[config.mk]
export PLATFORM = sky130hd
export DESIGN_NAME = lenet_mac_top
export DESIGN_NICKNAME = d
export VERILOG_FILES = /design/src/design/lenet_mac_pkg.sv /design/src/design/accum_stage.sv /design/src/design/approx_mult_8x8.sv /design/src/design/lenet_mac_top.sv /design/src/design/mult_stage.sv
export SDC_FILE = /design/constraint.sdc
export NUM_CORES = 1
export LEC_CHECK = 0
export BUFFER_PORTS_ARGS = -buffer_cell sky130_fd_sc_hd__buf_2
export CAP_MARGIN = 20
export CORE_ASPECT_RATIO = 0.75
export CORE_UTILIZATION = 40
export CTS_CLUSTER_SIZE = 40
export DETAILED_ROUTE_END_ITERATION = 7
export HOLD_SLACK_MARGIN = 0.08
export PLACE_DENSITY = 0.65
export SYNTH_ARGS = -nofsm -noshare
export SYNTH_HDL_FRONTEND = slang
export SYNTH_SLANG_ARGS = --single-unit
[constraint.sdc]
create_clock -name clk -period 4.95 [get_ports clk]
set_input_delay 0.495 -clock clk [delete_from_list [all_inputs] [get_ports clk]]
set_output_delay 0.495 -clock clk [all_outputs]
set_load 0.01 [all_outputs]
[src/design/lenet_mac_pkg.sv]
package lenet_mac_pkg;

    ////////////////////////////////////////////////////////////
    // widths
    ////////////////////////////////////////////////////////////

    // pixel, weight and result
    localparam int DATA_W = 8;

    // full product of two data words
    localparam int PROD_W = 2 * DATA_W;

    // more than 256 full-scale products fit without overflow
    localparam int ACC_W = 24;

    ////////////////////////////////////////////////////////////
    // result scaling
    ////////////////////////////////////////////////////////////

    // window sum is shifted right by this before the clip to 8 bits
    localparam int ACC_SHIFT = 8;

    ////////////////////////////////////////////////////////////
    // items
    ////////////////////////////////////////////////////////////

    // one pixel/weight pair from the window
    typedef struct packed {
        logic [DATA_W-1:0] pixel;
        logic [DATA_W-1:0] weight;
        logic              last;
    } mac_in_t;

    // approximate product tagged with the window end
    typedef struct packed {
        logic [PROD_W-1:0] product;
        logic              last;
    } prod_t;

endpackage

[src/design/accum_stage.sv]
module accum_stage (
    input  logic                             clk,
    input  logic                             reset,
    input  logic                             prod_strobe,
    input  lenet_mac_pkg::prod_t             prod_item,
    output logic                             out_strobe,
    output logic [lenet_mac_pkg::DATA_W-1:0] out_result
);

    // running window sum
    logic [lenet_mac_pkg::ACC_W-1:0] acc_sum;

    // sum including the product arriving now
    logic [lenet_mac_pkg::ACC_W-1:0] sum_next;

    // scaled sum before the clip
    logic [lenet_mac_pkg::ACC_W-1:0] sum_shifted;

    // clipped result for the closing item
    logic [lenet_mac_pkg::DATA_W-1:0] result_sat;

    // window closes on this cycle
    logic window_done;

    ////////////////////////////////////////////////////////////
    // sum and result shaping
    ////////////////////////////////////////////////////////////

    always_comb begin
        sum_next = acc_sum
                 + {{(lenet_mac_pkg::ACC_W - lenet_mac_pkg::PROD_W){1'b0}},
                    prod_item.product};
    end

    always_comb begin
        sum_shifted = sum_next >> lenet_mac_pkg::ACC_SHIFT;
    end

    // any bit above the result width means overflow
    always_comb begin
        if (|sum_shifted[lenet_mac_pkg::ACC_W-1:lenet_mac_pkg::DATA_W]) begin
            result_sat = {lenet_mac_pkg::DATA_W{1'b1}};
        end else begin
            result_sat = sum_shifted[lenet_mac_pkg::DATA_W-1:0];
        end
    end

    assign window_done = prod_strobe & prod_item.last;

    ////////////////////////////////////////////////////////////
    // accumulator
    ////////////////////////////////////////////////////////////

    // restarts from zero on the closing item, so the next
    // window can start in the following cycle
    always_ff @(posedge clk) begin
        if (reset) begin
            acc_sum <= '0;
        end else if (window_done) begin
            acc_sum <= '0;
        end else if (prod_strobe) begin
            acc_sum <= sum_next;
        end
    end

    ////////////////////////////////////////////////////////////
    // result output
    ////////////////////////////////////////////////////////////

    always_ff @(posedge clk) begin
        if (reset) begin
            out_strobe <= 1'b0;
        end else begin
            out_strobe <= window_done;
        end
    end

    // held until the next window closes
    always_ff @(posedge clk) begin
        if (window_done) begin
            out_result <= result_sat;
        end
    end

endmodule

[src/design/approx_mult_8x8.sv]
module approx_mult_8x8 (
    input  logic [lenet_mac_pkg::DATA_W-1:0] x,
    input  logic [lenet_mac_pkg::DATA_W-1:0] y,
    output logic [lenet_mac_pkg::PROD_W-1:0] z
);

    // partial product row i is y gated by x[i-1]
    logic [8:1][lenet_mac_pkg::DATA_W-1:0] row;

    // compressed terms from rows one to six
    logic [12:0] corr1;
    logic [12:0] corr2;
    logic [12:0] corr3;
    logic [12:0] corr4;

    // all addends widened to the product
    logic [lenet_mac_pkg::PROD_W-1:0] row7_term;
    logic [lenet_mac_pkg::PROD_W-1:0] row8_term;

    ////////////////////////////////////////////////////////////
    // partial products
    ////////////////////////////////////////////////////////////

    for (genvar i = 1; i <= 8; i++) begin : gen_rows
        assign row[i] = y & {lenet_mac_pkg::DATA_W{x[i-1]}};
    end

    ////////////////////////////////////////////////////////////
    // approximate compression of rows one to six
    ////////////////////////////////////////////////////////////

    // unlisted bit positions stay at zero
    always_comb begin
        corr1     = '0;
        corr1[4]  = row[3][1] ^ row[4][0];
        corr1[5]  = row[1][4] | row[2][3];
        corr1[6]  = row[1][5] | row[2][4];
        corr1[7]  = row[1][7] | row[2][6];
        corr1[8]  = row[2][7];
        corr1[9]  = row[3][6] & row[4][5];
        corr1[10] = row[4][7];
        corr1[11] = row[5][7] ^ row[6][6];
        corr1[12] = row[5][7] & row[6][6];
    end

    always_comb begin
        corr2     = '0;
        corr2[6]  = row[1][6] & row[2][5];
        corr2[7]  = row[3][4] ^ row[4][3];
        corr2[8]  = row[3][6] ^ row[4][5];
        corr2[9]  = row[3][7] | row[4][6];
        corr2[10] = row[5][6] & row[6][5];
        corr2[12] = row[6][7];
    end

    always_comb begin
        corr3     = '0;
        corr3[6]  = row[3][4] & row[4][3];
        corr3[7]  = row[3][5] & row[4][4];
        corr3[8]  = row[5][3] | row[6][2];
        corr3[9]  = row[5][5] & row[6][4];
        corr3[10] = row[5][6] | row[6][5];
    end

    always_comb begin
        corr4    = '0;
        corr4[7] = row[3][5] | row[4][4];
        corr4[8] = row[5][4] | row[6][3];
        corr4[9] = row[5][5] | row[6][4];
    end

    ////////////////////////////////////////////////////////////
    // exact rows and final sum
    ////////////////////////////////////////////////////////////

    // rows seven and eight sit at weights 2^6 and 2^7
    assign row7_term = {2'b00, row[7], 6'b000000};
    assign row8_term = {1'b0, row[8], 7'b0000000};

    assign z = row7_term
             + row8_term
             + {3'b000, corr1}
             + {3'b000, corr2}
             + {3'b000, corr3}
             + {3'b000, corr4};

endmodule

[src/design/lenet_mac_top.sv]
module lenet_mac_top (
    input  logic                             clk,
    input  logic                             reset,
    input  logic                             in_strobe,
    input  lenet_mac_pkg::mac_in_t           in_item,
    output logic                             out_strobe,
    output logic [lenet_mac_pkg::DATA_W-1:0] out_result
);

    // multiply stage to accumulate stage
    logic                 prod_strobe;
    lenet_mac_pkg::prod_t prod_item;

    ////////////////////////////////////////////////////////////
    // producer
    ////////////////////////////////////////////////////////////

    mult_stage mult_stage_inst (
        .clk         (clk),
        .reset       (reset),
        .in_strobe   (in_strobe),
        .in_item     (in_item),
        .prod_strobe (prod_strobe),
        .prod_item   (prod_item)
    );

    ////////////////////////////////////////////////////////////
    // consumer
    ////////////////////////////////////////////////////////////

    // one result per window two cycles after the last item
    accum_stage accum_stage_inst (
        .clk         (clk),
        .reset       (reset),
        .prod_strobe (prod_strobe),
        .prod_item   (prod_item),
        .out_strobe  (out_strobe),
        .out_result  (out_result)
    );

endmodule

[src/design/mult_stage.sv]
module mult_stage (
    input  logic                   clk,
    input  logic                   reset,
    input  logic                   in_strobe,
    input  lenet_mac_pkg::mac_in_t in_item,
    output logic                   prod_strobe,
    output lenet_mac_pkg::prod_t   prod_item
);

    // combinational product of the current item
    logic [lenet_mac_pkg::PROD_W-1:0] product;

    ////////////////////////////////////////////////////////////
    // multiplier
    ////////////////////////////////////////////////////////////

    approx_mult_8x8 approx_mult_8x8_inst (
        .x (in_item.pixel),
        .y (in_item.weight),
        .z (product)
    );

    ////////////////////////////////////////////////////////////
    // output register
    ////////////////////////////////////////////////////////////

    // strobe follows the input one cycle later
    always_ff @(posedge clk) begin
        if (reset) begin
            prod_strobe <= 1'b0;
        end else begin
            prod_strobe <= in_strobe;
        end
    end

    // payload only loads on a valid item
    always_ff @(posedge clk) begin
        if (in_strobe) begin
            prod_item.product <= product;
            prod_item.last    <= in_item.last;
        end
    end

endmodule

Word-level counts from Yosys, hierarchy flattened --
Index checks and enable logic that the tools add are counted.
Operators by class: add/sub/neg operators 6, multiplexer cells 0, shift operators 0, equality and inequality tests 0, multiply operators 0, reduce and logical (&&, ||, !) cells 2, bitwise operators 29, magnitude comparators 0, div/mod/pow operators 0
Operators with widths (number):
- $and 8x8->8 | 8
- $add 16x13->16 | 2
- $add 24x16->24 | 1
- $add 14x15->16 | 1
- $add 16x10->16 | 1
- $add 16x11->16 | 1
- $or 1x1->1 | 9
- $and 1x1->1 | 8
- $reduce_or 8->1 | 1
- $xor 1x1->1 | 4
- $reduce_or 2->1 | 1
Storage, ports and cells: output and inout bits 9, bits in writable memories 0, memories 0, latch bits 0, bits in registers 51, memory bits (read-only) 0

Logic depth before layout (Yosys ltp) --
Gate-level depths: netlist of run 1.
depth in word-level cells 6, mapped depth 16, mapped depth without buffers 16

Hierarchy --
Synthesis of run 1 repeated with hierarchy kept, for this count alone.
Second synthesis, totals: cell total of the unflattened synthesis 405, area, all modules 3982.6 µm²
By module, submodules not included:
- accum_stage | area an instance 2220.9 µm², times used 1, sequential area each 740.7 µm², cells each 244
- approx_mult_8x8 | area an instance 1217.4 µm², times used 1, sequential area each 0.0 µm², cells each 142
- mult_stage | area an instance 544.3 µm², times used 1, sequential area each 530.5 µm², cells each 19

Worst setup path before layout of run 1 --
OpenSTA, ideal clock, no wires.
path kind input to register, from in in_item[7] (netlist name), to reg, netlist name mult_stage_inst.prod_item[16], required time 4.685 ns, data arrival time 3.670 ns, setup slack 1.015 ns, stages 14, library setup time 0.265 ns, cell sequence and2_1 > ha_1 > fa_1 > fa_1 > inv_1 > fa_1 > inv_1 > ha_1 > a21o_1 > a21oi_1 > o21bai_1 > a21oi_1 > o21ai_0 > xor2_1
On the way: word-level cells in the longest chain between the ends 6, elaborated cells on any way between the ends 22, those cells by class 5 x add/sub; 17 x bitwise
RTL lines:
- from (decl) | line lenet_mac_top.sv:5 | input lenet_mac_pkg::mac_in_t in_item,
- $and 8x8->8 | line approx_mult_8x8.sv:25 | assign row[i] = y & {lenet_mac_pkg::DATA_W{x[i-1]}};
- $add 14x15->16 (tied with other cells) | line approx_mult_8x8.sv:81 | + row8_term
- $add 16x13->16 | line approx_mult_8x8.sv:82 | + {3'b000, corr1}
- $add 16x13->16 | line approx_mult_8x8.sv:83 | + {3'b000, corr2}
- $add 16x11->16 * | line approx_mult_8x8.sv:84 | + {3'b000, corr3}
- $add 16x10->16 * | line approx_mult_8x8.sv:85 | + {3'b000, corr4};
- via mult_stage_inst.approx_mult_8x8_inst.z (one bit) | line approx_mult_8x8.sv:4 | output logic [lenet_mac_pkg::PROD_W-1:0] z
The timed path passes the listed nets; every way through them passes the cells marked *. A chain may end at the register's enable or synchronous reset.

Worst setup path in the final report of run 1 --
from in in_item[7] (netlist name), to reg, netlist name mult_stage_inst.prod_item[16]
On the way: word-level cells in the longest chain between the ends 6, elaborated cells on any way between the ends 22, those cells by class 5 x add/sub; 17 x bitwise
RTL lines (line):
- $and 8x8->8 | approx_mult_8x8.sv:25
- $add 14x15->16 (tied with other cells) | approx_mult_8x8.sv:81
- $add 16x13->16 | approx_mult_8x8.sv:82
- $add 16x13->16 | approx_mult_8x8.sv:83
- $add 16x11->16 * | approx_mult_8x8.sv:84
- $add 16x10->16 * | approx_mult_8x8.sv:85
- via mult_stage_inst.approx_mult_8x8_inst.z (one bit) | approx_mult_8x8.sv:4
Marked as above.

==> flow_summary.json, run 1 <==
{
  "status": "complete, no violations",
  "clockBufferDepth": 2,
  "p_leak_nw": 1.73,
  "power.total_mw": 1.47,
  "dieArea_mm2": 0.00906,
  "dieHeight_um": 82.7,
  "finalSetupViolCount": 0,
  "rsz0062_at_grt": "no",
  "post_cts_buffers": 0,
  "start_kind": "input port",
  "rr_startpoint": "mult_stage_inst.prod_item[10]",
  "die_w_um": 110,
  "synthCells": 360,
  "crit_family": "adder cells",
  "grt_overflow": 0,
  "cts_buffers": 5,
  "met2_length_mm": 3.10,
  "wl_met1_mm": 3.43,
  "start_util_pct": 41.1,
  "skew_ns": 0.00825,
  "wire_per_inst_um": 13.8,
  "crit_type": "input port to flop",
  "syn_area_per_cell_um2": 9.64,
  "hold_violations": 0,
  "relSlewSlack_pct": 42.4,
  "antennaDiodeCount": 0,
  "holdPathEnd": "accum_stage_inst.out_strobe",
  "min_path_cells": 2,
  "clkSinkCount": 43,
  "crit_top_cell": "fa_1",
  "cp_slowest_cell": "fa_1",
  "ir_drop_mv": 0.169,
  "place.gp.congestion": 0.828,
  "grt_pass1_wl_mm": 12.1,
  "synthArstFlopShare_pct": 0,
  "fp-row-count": 29,
  "crit_required_ns": 4.98,
  "final_cell_count_no_fill": 498,
  "reg2reg_depth": 8,
  "dr.pass1.iters": 4,
  "worstPathArrival_ns": 3.99,
  "ys_ff_latch": 43,
  "timing.final.crit_period_ns": 3.96,
  "hold_start": "reset",
  "drive_above_1_share_pct": 11.3,
  "core_area_mm2": 0.00845,
  "layout.nets": 461,
  "reg2reg_to": "accum_stage_inst.out_result[4]",
  "crit_buf_inv": 3,
  "wirelength_mm": 6.89,
  "synth.distinct_cells": 53,
  "antenna_found_initial": 0,
  "ios": 29,
  "area_delta_synth_final_pct": 11.5,
  "fillCellCount": 803,
  "yosysSeqAreaShare_pct": 30.9,
  "p_per_area_mw_per_mm2": 380,
  "syn_area_mm2": 0.00347,
  "grt_max_degree": 22,
  "timing_worst_slew_pin_value_ns": 0.863,
  "dp_hpwl_mm": 5.43,
  "clk_pin_slew_worst_paths_ns": 0.07,
  "max_stage_delay_ns": 0.59,
  "postCtsHoldBufs": 0,
  "mostFrequentLayoutCell": "inv_1",
  "r2r_slack_ns": 2.23,
  "h-tree-depth": 2,
  "max_freq_mhz": 253,
  "grtUsageTotal_pct": 17.3,
  "synth-main-ff-cell": "dfxtp_1",
  "placed_cells": 490,
  "tns_ns": 0,
  "vias_per_cell": 5.30,
  "route.detailed.drc": 0,
  "cts_root_buf": "clkbuf_16",
  "cts_tree": "yes",
  "syn_nets": 432,
  "end_kind": "flop",
  "grt_pass1_vias": 2642,
  "vias": 2639,
  "min_path_type": "input port to flop",
  "synth-edff-count": 21,
  "post-route-period-util_pct": 80.0,
  "yosysWarnings": 0,
  "drv_slew": 0,
  "cts_resized": 0,
  "dr_wl_met3_um": 266,
  "path_depth": 15,
  "worstPathCellList": "buf_2 -> and2_1 -> ha_1 -> fa_1 -> fa_1 -> inv_1 -> fa_1 -> inv_1 -> ha_1 -> a21o_1 -> a21oi_1 -> o21bai_1 -> a21oi_1 -> o21ai_0 -> xor2_1",
  "insertion_delay_ns": 0.29,
  "maxCapViolCount": 0,
  "highest_layer": "met4",
  "antenna_left": 0,
  "drt_iter0_markers": 104,
  "portBuffers": 28,
  "cp_max_fo": 8,
  "final_cell_mix": "inv_1 (40), nor2_1 (36), ha_1 (30), buf_2 (28), and2_1 (26)"
}
## registers in the layout, summed over array words and instances (netlist names)
signal	count
accum_stage_inst.acc_sum	20
mult_stage_inst.prod_item	13
accum_stage_inst.out_result	8
accum_stage_inst.out_strobe	1
mult_stage_inst.prod_strobe	1
## power breakdown
group | internal (mW) | switching, mW
Clock | 0.187 | 0.140
Sequential | 0.469 | 0.0219
Combinational | 0.282 | 0.371
Total | 0.938 | 0.533
## area by class of cell
class	count	area [um^2]	share of cell area, %
Clock buffer	6	129	3.33
Clock inverter	2	13.8	0.356
Inverter	40	150	3.88
Multi-Input combinational cell	270	2220	57.4
Sequential cell	43	1070	27.7
Tap cell	108	135	3.49
Timing Repair Buffer	29	148	3.82
## cells in the mapped netlist (all sizes together), types with 2 or more instances
library cell  number  share of area (%)
inv               40                4.3
nor2              36                3.9
ha                30                 11
and2              27                4.9
dfxtp             22                 13
fa                22                 13
edfxtp            21                 18
nand2             18                1.9
a21oi             16                2.3
xnor2             12                3.0
mux2i             11                3.2
o21ai             11                1.7
xor2              11                2.8
nand3             10                1.4
a21o               8                1.8
o211ai             6                1.3
a22o               5                1.3
clkbuf             5               0.54
a211oi             3               0.65
and3               3               0.54
nand2b             3               0.54
nor2b              3               0.54
nor3               3               0.43
a21boi             2               0.43
a22oi              2               0.43
buf                2               0.25
nand4              2               0.36
o2111ai            2               0.50
o211a              2               0.58
o21a               2               0.43
o21bai             2               0.43
o31ai              2               0.43
## cell families after synthesis
kind of cell    count (synthesis)  synth area share (%)
simple gates                  112                  16.1
compound gates                 72                  15.4
fa+ha+maj                      52                  23.5
buf+inv                        47                  5.12
flops                          43                  30.9
xor+xnor                       23                  5.80
mux                            11                  3.17
## through the flow
stage	hold WS, ns	cell area [um^2]	setup slack, ns	utilization (%)
2_1_floorplan	0.465	3470	1.02	-
3_3_place_gp	0.481	3730	0.762	44.1
3_5_place_dp	0.492	3730	0.654	44.1
4_1_cts	0.391	3870	0.954	45.8
5_1_grt	0.392	3870	0.775	45.8
6_report	0.387	3870	0.992	45.8
## worst max path at each step
stage,start,endpoint,slack (ns)
after detailed placement,in_item[7],mult_stage_inst.prod_item[16],0.65
after global routing,in_item[7],mult_stage_inst.prod_item[16],0.78
after floorplan,in_item[7],mult_stage_inst.prod_item[16],1.02
final,in_item[7],mult_stage_inst.prod_item[16],0.99
after CTS,in_item[7],mult_stage_inst.prod_item[16],0.95
after global placement,in_item[7],mult_stage_inst.prod_item[16],0.76
## routing by layer
| metal | vias to the layer above | track usage (%) |
|---|---|---|
| met5 | - | 0 |
| met4 | 0 | 4.00 |
| met3 | 11 | 3.30 |
| met2 | 47 | 28.2 |
| met1 | 1275 | 23.7 |
| li1 | 1306 | - |
Power figures use the tool's default switching activity.
==> run 2, diff against run 1 <==
- ABC_AREA: unset -> 1
- clock period: 4.95 -> 3.8 ns (I/O delays scaled with it)
==> flow_summary.json, run 2 <==
{
  "mostFrequentLayoutCell": "nand2_1",
  "min_path_type": "input port to flop",
  "dieArea_mm2": 0.00989,
  "synthAdderAreaFrac_pct": 21.5,
  "grtUsageMet1_pct": 24.4,
  "setup_slack_ns": 0.229,
  "seqCellArea_mm2": 0.00107,
  "rsz0062_at_grt": "no",
  "seqPwrFrac_pct": 31.3,
  "path_depth": 15,
  "power.total_mw": 1.98,
  "multi_input_area_mm2": 0.00221,
  "grt_overflow": 0,
  "cp_slowest_cell": "fa_1",
  "synth-main-ff-cell": "dfxtp_1",
  "end_kind": "flop",
  "grt_use_met3_pct": 2.66,
  "fillCellCount": 869,
  "reg.largest.list": "accum_stage_inst.acc_sum: 20 flops, mult_stage_inst.prod_item: 13 flops, accum_stage_inst.out_result: 8 flops",
  "yosys.area_share.simple_pct": 25.2,
  "vias": 3145,
  "r2r_slack_ns": 1.38,
  "grtUsageTotal_pct": 17.6,
  "cp_max_fo": 2,
  "crit_required_ns": 3.84,
  "worstPathCellList": "buf_2 -> nand2_1 -> inv_1 -> ha_1 -> fa_1 -> fa_1 -> fa_1 -> ha_1 -> inv_1 -> fa_1 -> o21ai_1 -> a21oi_1 -> nor2_1 -> nor2_1 -> xnor2_1",
  "synthCells": 506,
  "reg2reg_depth": 12,
  "start_util_pct": 41.6,
  "synth-xor-area-share_pct": 4.35,
  "insertion_delay_ns": 0.29,
  "post-route-period-util_pct": 94.0,
  "yosys.area.top_type": "edfxtp_1",
  "post_cts_buffers": 0,
  "grt_pass1_wl_mm": 13.7,
  "dp_hpwl_mm": 6.42,
  "tns_ns": 0,
  "synth-edff-count": 21,
  "max_freq_mhz": 280,
  "antennaDiodeCount": 0,
  "dr.pass1.iters": 5,
  "final_cell_mix": "nand2_1 (132), inv_1 (125), ha_1 (30), buf_2 (28), nor2_1 (23)",
  "placed_area_mm2": 0.00413,
  "busiest_layer": "met2",
  "grt_pass1_vias": 3063,
  "drt_iter0_markers": 220,
  "drive_above_1_share_pct": 12.0,
  "reg2reg_to": "accum_stage_inst.out_result[5]",
  "worstPathArrival_ns": 3.61,
  "antenna_found_initial": 0,
  "die_w_um": 115,
  "synthArstFlopShare_pct": 0,
  "syn_area_mm2": 0.00380,
  "synth_compound_area_share_pct": 7.25,
  "syn_area_per_cell_um2": 7.51,
  "synth.distinct_cells": 34,
  "synth_top_family_by_area": "simple AND/OR/NAND/NOR gates",
  "crit_path_start": "in_item[7]",
  "crit_family": "adder cells",
  "min_path_cells": 2,
  "skew_ns": 0.00628,
  "timing.final.crit_period_ns": 3.57,
  "synth.most_common_cell": "nand2_1",
  "layout.nets": 612,
  "utilization_pct": 46.9,
  "wirelength_mm": 7.74,
  "regMostFlops": "accum_stage_inst.acc_sum",
  "antenna_left": 0,
  "drv_slew": 0,
  "finalSetupViolCount": 0,
  "crit_top_cell": "fa_1",
  "p_clk_share_pct": 21.9,
  "p_sw_share_pct": 39.3,
  "fp-row-count": 30,
  "status": "complete, no violations",
  "hold_violations": 0,
  "synth_commonest_cells": "nand2_1 (132), inv_1 (125), ha_1 (30)",
  "ys_ff_latch": 43,
  "yosysWarnings": 0,
  "dieHeight_um": 86.4,
  "synth_mux_area_share_pct": 0,
  "cts_root_buf": "clkbuf_16",
  "rr_startpoint": "accum_stage_inst.acc_sum[4]",
  "p_per_area_mw_per_mm2": 462,
  "syn_nets": 578,
  "cts_resized": 0,
  "ios": 29,
  "route.detailed.drc": 0,
  "yosys-top-cells-area": "edfxtp_1 (17%), nand2_1 (13%), inv_1 (12%)",
  "endpoint": "mult_stage_inst.prod_item[15]",
  "clkSinkCount": 43,
  "max_stage_delay_ns": 0.57,
  "yosysSeqAreaShare_pct": 28.2,
  "p_sw_mw": 0.777,
  "crit_buf_inv": 3,
  "dp_slack_ns": -0.0518,
  "clockBufferDepth": 2,
  "grt_use_met2_pct": 28.2,
  "cts_tree": "yes",
  "portBuffers": 28,
  "p_leak_nw": 2.38,
  "start_kind": "input port",
  "cts_buffers": 5,
  "final_cell_count_no_fill": 669,
  "area_delta_synth_final_pct": 12.6,
  "h-tree-depth": 2,
  "synth_top_area_share_pct": 16.6,
  "vias_per_cell": 4.70,
  "core_area_mm2": 0.00912,
  "holdWs_ns": 0.276,
  "crit_type": "input port to flop",
  "p_int_mw": 1.20,
  "grt_max_degree": 37,
  "relSlewSlack_pct": 72.7,
  "power_frac_comb_pct": 46.8,
  "wire_per_inst_um": 11.6,
  "place.gp.congestion": 0.933,
  "postCtsHoldBufs": 0,
  "final_cell_area_mm2": 0.00428,
  "largest_reg_flops": 20,
  "placed_cells": 661,
  "clk_pin_slew_worst_paths_ns": 0.06,
  "timing_worst_slew_pin_value_ns": 0.407,
  "ir_drop_mv": 0.245,
  "maxCapViolCount": 0
}
[run 2: changes by cell type after synthesis, moves of 4 or more]
| cell | previous run | this run |
|---|---|---|
| a21o_1 | 7 | 1 |
| and2_1 | 26 | 2 |
| inv_1 | 40 | 125 |
| mux2i_1 | 11 | 0 |
| nand2_1 | 18 | 132 |
| nand2_2 | 0 | 7 |
| nand3_1 | 10 | 21 |
| nand3_2 | 0 | 4 |
| nand3b_1 | 1 | 5 |
| nor2_1 | 36 | 23 |
| o211ai_1 | 6 | 14 |
[run 2: worst min-delay path by stage]
stage,from,to,slack [ns]
5_1_grt,in_item[0],mult_stage_inst.prod_item[0],0.28
3_5_place_dp,accum_stage_inst.acc_sum[4],accum_stage_inst.acc_sum[4],0.48
2_1_floorplan,accum_stage_inst.acc_sum[4],accum_stage_inst.acc_sum[4],0.45
3_3_place_gp,accum_stage_inst.acc_sum[4],accum_stage_inst.acc_sum[4],0.45
6_report,reset,accum_stage_inst.out_strobe,0.28
4_1_cts,reset,accum_stage_inst.out_strobe,0.27
[run 2: cell type report]
class | count | area share (%)
Clock inverter | 1 | 0.205
Multi-Input combinational cell | 326 | 51.7
Timing Repair Buffer | 37 | 4.85
Sequential cell | 43 | 25.0
Inverter | 127 | 11.1
Tap cell | 128 | 3.74
Clock buffer | 7 | 3.33
[run 2: power by group through the flow]
stage	logic, mW	registers [mW]	clock network (mW)
2_1_floorplan	0.694	0.624	0
3_3_place_gp	0.898	0.629	0
3_5_place_dp	0.917	0.630	0
4_1_cts	0.921	0.620	0.440
5_1_grt	1.05	0.626	0.463
6_report	0.926	0.619	0.434
[run 2: cells by family after synthesis]
family,count (synthesis)
AOI/OAI and AO/OA,45
xor gates and xnor gates,18
DFF,43
adders and majority gates,52
and+or+nand+nor,211
buffers and inverters,137
[run 2: routing by layer]
layer,vias up,wire length [um]
met1,1437,3830
met5,-,0
met3,8,438
met2,77,3400
li1,1623,-
met4,0,69
